### config.mk
export PLATFORM = sky130hd
export DESIGN_NAME = uartPeriph
export DESIGN_NICKNAME = d
export VERILOG_FILES = /design/src/hw/uartPkg.sv /design/src/hw/uartPeriph.sv /design/src/hw/uartFifo.sv /design/src/hw/uartXmit.sv /design/src/hw/uartRec.sv /design/src/hw/baudGen.sv
export VERILOG_INCLUDE_DIRS = /design/src /design/src/include
export SDC_FILE = /design/constraint.sdc
export NUM_CORES = 1
export LEC_CHECK = 0
export BUFFER_PORTS_ARGS = -buffer_cell sky130_fd_sc_hd__buf_2
export CAP_MARGIN = 20
export CORE_UTILIZATION = 28
export DETAILED_ROUTE_END_ITERATION = 12
export SLEW_MARGIN = 20
export SYNTH_ARGS = -nofsm -noshare
export SYNTH_HDL_FRONTEND = slang
export SYNTH_HIERARCHICAL = 1
export SYNTH_SLANG_ARGS = --single-unit
### constraint.sdc
create_clock -name clk -period 9.7 [get_ports clk]
set_input_delay 1.455 -clock clk [delete_from_list [all_inputs] [get_ports clk]]
set_output_delay 1.455 -clock clk [all_outputs]
set_load 0.05 [all_outputs]
### src/include/uart_macros.svh
// uart peripheral constants
`ifndef UART_MACROS_SVH
`define UART_MACROS_SVH

////////////////////
// serial frame
////////////////////

// payload bits per frame, no parity
`define UART_DATA_BITS 8

// oversampling ticks in one bit period
`define UART_OS_TICKS 16

// ticks spent in the stop bit (16 for one stop bit)
`define UART_SB_TICKS 16

////////////////////
// buffering
////////////////////

`define UART_FIFO_DEPTH 16	// entries per direction
`define UART_FIFO_AW 4	// log2 of depth

////////////////////
// time base
////////////////////

// clk cycles per oversampling tick
// small value keeps simulation short, real designs use clk / (16 * baud)
`define UART_CLKS_PER_TICK 4

`endif
### src/hw/uartPkg.sv
// uart shared types
`include "uart_macros.svh"

package uartPkg;

	// serial payload word
	typedef logic [`UART_DATA_BITS-1:0] dataByte;

	// tick counter inside one bit period
	typedef logic [$clog2(`UART_OS_TICKS)-1:0] tickCount;

	// which data bit of the frame
	typedef logic [$clog2(`UART_DATA_BITS)-1:0] bitIndex;

	// fifo occupancy, one bit over the pointer so full is visible
	typedef logic [`UART_FIFO_AW:0] fifoCount;

	// receiver fsm
	typedef enum logic [1:0] {rxIdle, rxStart, rxData, rxStop} rxState;

	// transmitter fsm
	typedef enum logic [1:0] {txIdle, txStart, txData, txStop} txState;

endpackage

### src/hw/uartPeriph.sv
// uart peripheral top
`include "uart_macros.svh"

module uartPeriph #(
	parameter int clksPerTick = `UART_CLKS_PER_TICK	// sets the baud rate
) (
	input  logic clk,
	input  logic reset,
	// serial side
	input  logic rx,
	output logic tx,
	// transmit stream from processor
	input  uartPkg::dataByte txData,
	input  logic txValid,
	output logic txReady,	// low while tx fifo full
	// receive stream to processor
	output uartPkg::dataByte rxData,
	output logic rxValid,
	input  logic rxReady,
	// sticky status
	output logic overrun,
	output logic frameErr
);

	logic sTick;	// shared 16x time base
	logic rxDoneTick;
	logic stopOk;
	uartPkg::dataByte recByte;	// byte from receiver
	logic rxWrValid;
	logic rxWrReady;
	logic txStartValid;
	logic txStartReady;
	uartPkg::dataByte txByte;	// head of tx fifo

	////////////////////
	// serial engines
	////////////////////

	baudGen #(.clksPerTick(clksPerTick)) uBaud (
		.clk(clk),
		.reset(reset),
		.sTick(sTick)
	);

	uartRec uRec (
		.clk(clk),
		.reset(reset),
		.sTick(sTick),
		.rx(rx),
		.rxDoneTick(rxDoneTick),
		.stopOk(stopOk),
		.dOut(recByte)
	);

	uartXmit uXmit (
		.clk(clk),
		.reset(reset),
		.sTick(sTick),
		.txStartValid(txStartValid),
		.txIn(txByte),
		.txStartReady(txStartReady),
		.tx(tx)
	);

	////////////////////
	// buffering
	////////////////////

	// only good frames go into the fifo
	assign rxWrValid = rxDoneTick && stopOk;

	uartFifo rxFifo (
		.clk(clk),
		.reset(reset),
		.wrValid(rxWrValid),
		.wrData(recByte),
		.wrReady(rxWrReady),
		.rdValid(rxValid),
		.rdData(rxData),
		.rdReady(rxReady)
	);

	uartFifo txFifo (
		.clk(clk),
		.reset(reset),
		.wrValid(txValid),
		.wrData(txData),
		.wrReady(txReady),
		.rdValid(txStartValid),
		.rdData(txByte),
		.rdReady(txStartReady)	// pops when transmitter loads
	);

	////////////////////
	// status flags
	////////////////////

	always_ff @(posedge clk or posedge reset)
	begin
		if (reset)
		begin
			overrun <= 1'b0;
			frameErr <= 1'b0;
		end
		else
		begin
			if (rxWrValid && !rxWrReady)
				overrun <= 1'b1;	// fifo full, frame lost
			if (rxDoneTick && !stopOk)
				frameErr <= 1'b1;	// bad stop level
		end
	end

endmodule

### src/hw/uartFifo.sv
// byte fifo with valid/ready sides
`include "uart_macros.svh"

module uartFifo (
	input  logic clk,
	input  logic reset,
	input  logic wrValid,
	input  uartPkg::dataByte wrData,
	output logic wrReady,	// low when full, writes then dropped
	output logic rdValid,	// high when not empty
	output uartPkg::dataByte rdData,
	input  logic rdReady
);

	localparam uartPkg::fifoCount fullCount = uartPkg::fifoCount'(`UART_FIFO_DEPTH);

	uartPkg::dataByte mem [`UART_FIFO_DEPTH];	// circular buffer
	logic [`UART_FIFO_AW-1:0] wrPtr;
	logic [`UART_FIFO_AW-1:0] rdPtr;	// head entry
	uartPkg::fifoCount count;	// occupancy
	logic wrEn;
	logic rdEn;

	assign wrReady = (count != fullCount);
	assign rdValid = (count != '0);
	assign wrEn = wrValid && wrReady;
	assign rdEn = rdValid && rdReady;
	assign rdData = mem[rdPtr];	// head shown directly

	// storage
	always_ff @(posedge clk)
	begin
		if (wrEn)
			mem[wrPtr] <= wrData;
	end

	// pointers wrap on their own, depth is a power of two
	always_ff @(posedge clk or posedge reset)
	begin
		if (reset)
		begin
			wrPtr <= '0;
			rdPtr <= '0;
			count <= '0;
		end
		else
		begin
			if (wrEn)
				wrPtr <= wrPtr + 1'b1;
			if (rdEn)
				rdPtr <= rdPtr + 1'b1;
			case ({wrEn, rdEn})
				2'b10: count <= count + 1'b1;
				2'b01: count <= count - 1'b1;
				default: count <= count;	// both or neither
			endcase
		end
	end

endmodule

### src/hw/uartXmit.sv
// serial transmitter
`include "uart_macros.svh"

module uartXmit (
	input  logic clk,
	input  logic reset,
	input  logic sTick,	// 16x oversampling tick
	input  logic txStartValid,	// byte waiting in tx fifo
	input  uartPkg::dataByte txIn,
	output logic txStartReady,	// idle and on a tick
	output logic tx	// serial line
);

	localparam uartPkg::tickCount lastOs = uartPkg::tickCount'(`UART_OS_TICKS - 1);
	localparam uartPkg::tickCount lastSb = uartPkg::tickCount'(`UART_SB_TICKS - 1);
	localparam uartPkg::bitIndex lastBit = uartPkg::bitIndex'(`UART_DATA_BITS - 1);

	uartPkg::txState stateReg, stateNext;
	uartPkg::tickCount sReg, sNext;	// ticks within current bit
	uartPkg::bitIndex nReg, nNext;	// data bits sent
	uartPkg::dataByte bReg;	// outgoing bits, bit 0 on the line
	logic txReg, txNext;	// registered line level
	logic acceptByte;
	logic shiftEn;

	// taking a byte only on a tick keeps the start bit exactly 16 ticks long
	assign txStartReady = (stateReg == uartPkg::txIdle) && sTick;
	assign acceptByte = txStartValid && txStartReady;
	assign tx = txReg;

	always_ff @(posedge clk or posedge reset)
	begin
		if (reset)
		begin
			stateReg <= uartPkg::txIdle;
			sReg <= '0;
			nReg <= '0;
			txReg <= 1'b1;	// mark level
		end
		else
		begin
			stateReg <= stateNext;
			sReg <= sNext;
			nReg <= nNext;
			txReg <= txNext;
		end
	end

	// byte load and shift out
	always_ff @(posedge clk)
	begin
		if (acceptByte)
			bReg <= txIn;
		else if (shiftEn)
			bReg <= bReg >> 1;
	end

	////////////////////
	// next state
	////////////////////

	always_comb
	begin
		stateNext = stateReg;
		sNext = sReg;
		nNext = nReg;
		txNext = txReg;
		shiftEn = 1'b0;
		case (stateReg)
			uartPkg::txIdle:
				if (acceptByte)
				begin
					stateNext = uartPkg::txStart;
					sNext = '0;
					txNext = 1'b0;	// start bit
				end
			uartPkg::txStart:
				if (sTick)
				begin
					if (sReg == lastOs)
					begin
						stateNext = uartPkg::txData;
						sNext = '0;
						nNext = '0;
						txNext = bReg[0];	// lsb first
					end
					else
						sNext = sReg + 1'b1;
				end
			uartPkg::txData:
				if (sTick)
				begin
					if (sReg == lastOs)
					begin
						sNext = '0;
						shiftEn = 1'b1;
						if (nReg == lastBit)
						begin
							stateNext = uartPkg::txStop;
							txNext = 1'b1;	// stop level
						end
						else
						begin
							nNext = nReg + 1'b1;
							txNext = bReg[1];	// next bit after shift
						end
					end
					else
						sNext = sReg + 1'b1;
				end
			uartPkg::txStop:
				if (sTick)
				begin
					if (sReg == lastSb)
						stateNext = uartPkg::txIdle;	// line stays high
					else
						sNext = sReg + 1'b1;
				end
			default: stateNext = uartPkg::txIdle;
		endcase
	end

endmodule

### src/hw/uartRec.sv
// oversampling serial receiver
`include "uart_macros.svh"

module uartRec (
	input  logic clk,
	input  logic reset,
	input  logic sTick,	// 16x oversampling tick
	input  logic rx,	// serial line, idles high
	output logic rxDoneTick,	// one cycle, frame finished
	output logic stopOk,	// stop level seen high, valid with rxDoneTick
	output uartPkg::dataByte dOut
);

	localparam uartPkg::tickCount midStart = uartPkg::tickCount'(`UART_OS_TICKS / 2 - 1);
	localparam uartPkg::tickCount lastOs = uartPkg::tickCount'(`UART_OS_TICKS - 1);
	localparam uartPkg::tickCount lastSb = uartPkg::tickCount'(`UART_SB_TICKS - 1);
	localparam uartPkg::bitIndex lastBit = uartPkg::bitIndex'(`UART_DATA_BITS - 1);

	uartPkg::rxState stateReg, stateNext;
	uartPkg::tickCount sReg, sNext;	// ticks within current bit
	uartPkg::bitIndex nReg, nNext;	// data bits received so far
	uartPkg::dataByte bReg;	// shift register, lsb arrives first
	logic [1:0] rxSync;	// two flop synchronizer
	logic rxIn;
	logic rxPrev;	// for edge detect
	logic fallEdge;
	logic shiftEn;

	assign rxIn = rxSync[1];
	assign fallEdge = rxPrev & ~rxIn;	// needs a high before the low
	assign dOut = bReg;

	////////////////////
	// state registers
	////////////////////

	always_ff @(posedge clk or posedge reset)
	begin
		if (reset)
		begin
			rxSync <= 2'b11;	// line idle
			rxPrev <= 1'b1;
			stateReg <= uartPkg::rxIdle;
			sReg <= '0;
			nReg <= '0;
		end
		else
		begin
			rxSync <= {rxSync[0], rx};
			rxPrev <= rxIn;
			stateReg <= stateNext;
			sReg <= sNext;
			nReg <= nNext;
		end
	end

	// data shift, lsb first
	always_ff @(posedge clk)
	begin
		if (shiftEn)
			bReg <= {rxIn, bReg[`UART_DATA_BITS-1:1]};
	end

	////////////////////
	// next state
	////////////////////

	always_comb
	begin
		stateNext = stateReg;
		sNext = sReg;
		nNext = nReg;
		shiftEn = 1'b0;
		rxDoneTick = 1'b0;
		stopOk = 1'b0;
		case (stateReg)
			uartPkg::rxIdle:
				if (fallEdge)
				begin
					stateNext = uartPkg::rxStart;	// possible start bit
					sNext = '0;
				end
			uartPkg::rxStart:
				if (sTick)
				begin
					if (sReg == midStart)	// middle of start bit
					begin
						// still low means a real start, else a glitch
						stateNext = rxIn ? uartPkg::rxIdle : uartPkg::rxData;
						sNext = '0;
						nNext = '0;
					end
					else
						sNext = sReg + 1'b1;
				end
			uartPkg::rxData:
				if (sTick)
				begin
					if (sReg == lastOs)	// middle of data bit
					begin
						sNext = '0;
						shiftEn = 1'b1;
						if (nReg == lastBit)
							stateNext = uartPkg::rxStop;
						else
							nNext = nReg + 1'b1;
					end
					else
						sNext = sReg + 1'b1;
				end
			uartPkg::rxStop:
				if (sTick)
				begin
					if (sReg == lastSb)	// middle of stop bit
					begin
						stateNext = uartPkg::rxIdle;
						rxDoneTick = 1'b1;
						stopOk = rxIn;	// low here is a framing error
					end
					else
						sNext = sReg + 1'b1;
				end
			default: stateNext = uartPkg::rxIdle;
		endcase
	end

endmodule

### src/hw/baudGen.sv
// oversampling tick generator
`include "uart_macros.svh"

module baudGen #(
	parameter int clksPerTick = `UART_CLKS_PER_TICK	// clk cycles per tick
) (
	input  logic clk,
	input  logic reset,
	output logic sTick	// one cycle pulse at 16x baud
);

	// divider width, at least one bit
	localparam int cntW = (clksPerTick > 1) ? $clog2(clksPerTick) : 1;
	localparam logic [cntW-1:0] lastCnt = cntW'(clksPerTick - 1);

	logic [cntW-1:0] cntReg;	// free running, restarts on reset release

	always_ff @(posedge clk or posedge reset)
	begin
		if (reset)
		begin
			cntReg <= '0;
			sTick <= 1'b0;	// quiet until first period done
		end
		else if (cntReg == lastCnt)
		begin
			cntReg <= '0;	// wrap
			sTick <= 1'b1;	// registered so it is glitch free
		end
		else
		begin
			cntReg <= cntReg + 1'b1;
			sTick <= 1'b0;
		end
	end

endmodule

==> impl_metrics.yaml <==
placement:
  hpwl_mm: 17.1
  portBuffers: 25
  place_ws_ns: 5.81
  gp_congestion: 0.811
job:
  cap_violations: 0
power:
  ir_drop_mv: 0.144
  p_per_area_nw_per_um2: 270
  total_power_w: 0.00416
  p_leak_nw: 5.38
timing:
  drv_slew: 0
  worstMarginPinSlew_ns: 1.05
  skew_ns: 0.0153
  setup_tns_ns: 0
  timing.final.crit_share_pct: 46.8
  holdWs_ns: 0.355
  rsz0062_at_grt: "false"
  final_hold_viol_count: 0
  finalCriticalPeriod_ns: 4.54
  worst_slack_ns: 5.16
  slew_headroom_pct: 30.0
  max_freq_ghz: 0.220
  setup-violations-final: 0
route:
  final_antenna_net_count: 0
  wl_per_cell_um: 17.8
  drc: 0
  routed_wl_mm: 26.8
  drt_iter0_markers: 531
  first_pass_iters: 7
  drt-vias-per-instance: 4.70
  dr_total_vias: 7083
clock_network:
  numCtsBuffers: 31
  root_buffer: "clkbuf_16"
  path_clk_slew_ns: 0.06
  cts_setup_buffers: 0
  clock_latency_ns: 0.56
  cts_tree: "done"
  cts_sinks: 325
  clock_path_buffers: 3
  cts_hold_buf: 0
  htreeDepth: 1
  ctsResizeCount: 0
floorplan:
  initial_core_util_pct: 28.6
  fp.dieArea_um2: 50000
  die_y_um: 224
  die_w_um: 224
  fp-row-count: 80
  top_level_ports: 26
  core_area_um2: 48000
worst_setup_path:
  timing.rr.end: "rxFifo/count[4]$_DFFE_PP0P_"
  criticalPathCategory: "reg2out"
  required_ns: 8.25
  r2r_cells: 14
  critPathMaxFanout: 21
  worst_setup_path_end_kind: "primary output"
  reg2reg_slack_ns: 6.06
  startpoint_type: "register"
  r2r_start: "uRec/sReg[0]$_DFFE_PP0P_"
  cp.arrival_ns: 3.08
synth:
  syn_area_um2: 13800
  yosys-top-cells-count: "edfxtp_1, mux2i_1, nand2_1"
  synthArstFlopShare_pct: 16.3
  avgSynthCellArea_um2: 16.3
  synth_flop_cell: "edfxtp_1"
  synth_nets: 887
  synth.distinct_cells: 67
  yosysMostFrequentCell: "edfxtp_1"
  synth.largest_area_cell: "edfxtp_1"
  yosysSeqAreaShare_pct: 69.1
  ys_warn_count: 6
  synth_edf_count: 272
  yosysTopAreaCellShare_pct: 59.4
  synth_area_leaders: "edfxtp_1, dfrtp_1, mux4_2, mux2i_1, ha_1"
  syn_inst: 842
  ys_ff_latch: 325
cells_and_area:
  final_nets: 916
  drive_gt1_share_pct: 19.4
  areaGrowthSynthToFinish_pct: 12.1
  diodes: 0
  post-route-util_pct: 32.1
worst_hold_path:
  hold_class: "reg2reg"
  min_from: "uRec/rxSync[0]$_DFF_PP1_"
  worstHoldPathCells: 0
  holdPathEnd: "uRec/rxSync[1]$_DFF_PP1_"
global_route:
  gr-total-overflow: 0
  grt_first_pass_wirelength_mm: 41.9
  grtUsageTotal_pct: 10.8
  antenna_found_initial: 0
  grt_pass1_vias: 7170
  grt_max_degree: 52
status:
  status: "completed"
[how the worst max path moves through the flow]
stage	start	endpoint	slack, ns	cells after the start
after floorplan	txValid	txFifo/count[4]$_DFFE_PP0P_	6.31	11
after global placement	rxFifo/rdPtr[1]$_DFFE_PP0P_	rxData[5]	5.92	5
after CTS	rxFifo/rdPtr[1]$_DFFE_PP0P_	rxData[2]	5.18	5
final	rxFifo/rdPtr[1]$_DFFE_PP0P_	rxData[0]	5.16	5
after detailed placement	rxFifo/rdPtr[1]$_DFFE_PP0P_	rxData[2]	5.81	5
after global routing	rxFifo/rdPtr[1]$_DFFE_PP0P_	rxData[0]	4.90	5
[registers in the layout (all words and copies together) (netlist names), 3 cells and up, named ones only]
| register | cells |
|---|---|
| txFifo/count | 5 |
| txFifo/mem | 128 |
| rxFifo/mem | 128 |
| uRec/nReg | 3 |
| uRec/sReg | 4 |
| txFifo/rdPtr | 4 |
| uRec/dOut | 8 |
| uXmit/bReg | 8 |
| txFifo/wrPtr | 4 |
| rxFifo/rdPtr | 4 |
| rxFifo/count | 5 |
| uXmit/sReg | 4 |
| rxFifo/wrPtr | 4 |
| uXmit/nReg | 3 |
[metrics by stage]
step	instance area, µm²	cells
2_1_floorplan	13800	842
3_3_place_gp	14500	1453
3_5_place_dp	14500	1453
4_1_cts	15400	1508
5_1_grt	15400	1508
6_report	15400	1508
[cell usage in the layout, fill, tap and decap left out, drive strengths merged, types with 5 or more instances in the layout]
master	instances
edfxtp	272
nand2	54
mux2i	52
o21ai	49
dfrtp	49
clkbuf	41
buf	36
nor2	34
mux4	32
inv	31
ha	30
mux2	28
a21oi	22
a221oi	17
a22oi	16
xnor2	15
clkinv	10
and2	10
nand2b	9
nor3	8
nand3	8
xor2	6
nand4	5
a22o	5
[worst max-delay path: stages, from the launching register on]
cell and delay (ns):
dfrtp_1 0.72, nor2b_1 0.97, a221oi_1 0.27, a22oi_1 0.24
nand2_1 0.09, buf_2 0.22
[where the power goes]
part,internal [W],total [W],switching [W]
Clock,0.000640,0.00114,0.000498
Sequential,0.00165,0.00178,0.000135
Combinational,0.000503,0.00124,0.000732
[metal layers]
metal	global-route usage, %	vias to the layer above	wire (µm)
met5	0	-	0
met3	1.95	34	1060
li1	-	3295	-
met4	2.17	0	477
met1	14.5	3609	12100
met2	18.3	145	13200
[cells by family (layout without fill, tap and decap cells)]
logic type / Yosys count / after routing / share of synthesized area [%]
adder cells (fa/ha/maj): 32 / 32 / 3.02
multiplexers: 112 / 112 / 11.4
buffers and inverters: 70 / 121 / 2.83
AO/OA/AOI/OAI: 134 / 134 / 6.66
XOR/XNOR: 21 / 21 / 1.34
AND/OR/NAND/NOR: 148 / 148 / 5.68
flip-flops: 325 / 325 / 69.1
[layout make-up]
| cell class | count | area [µm²] |
|---|---|---|
| Sequential cell | 325 | 9500 |
| Inverter | 30 | 113 |
| Clock inverter | 14 | 98.8 |
| Tap cell | 615 | 769 |
| Multi-Input combinational cell | 447 | 3870 |
| Clock buffer | 41 | 853 |
| Fill cell | 4646 | 32600 |
| Timing Repair Buffer | 36 | 208 |
Power figures use the tool's default switching activity.
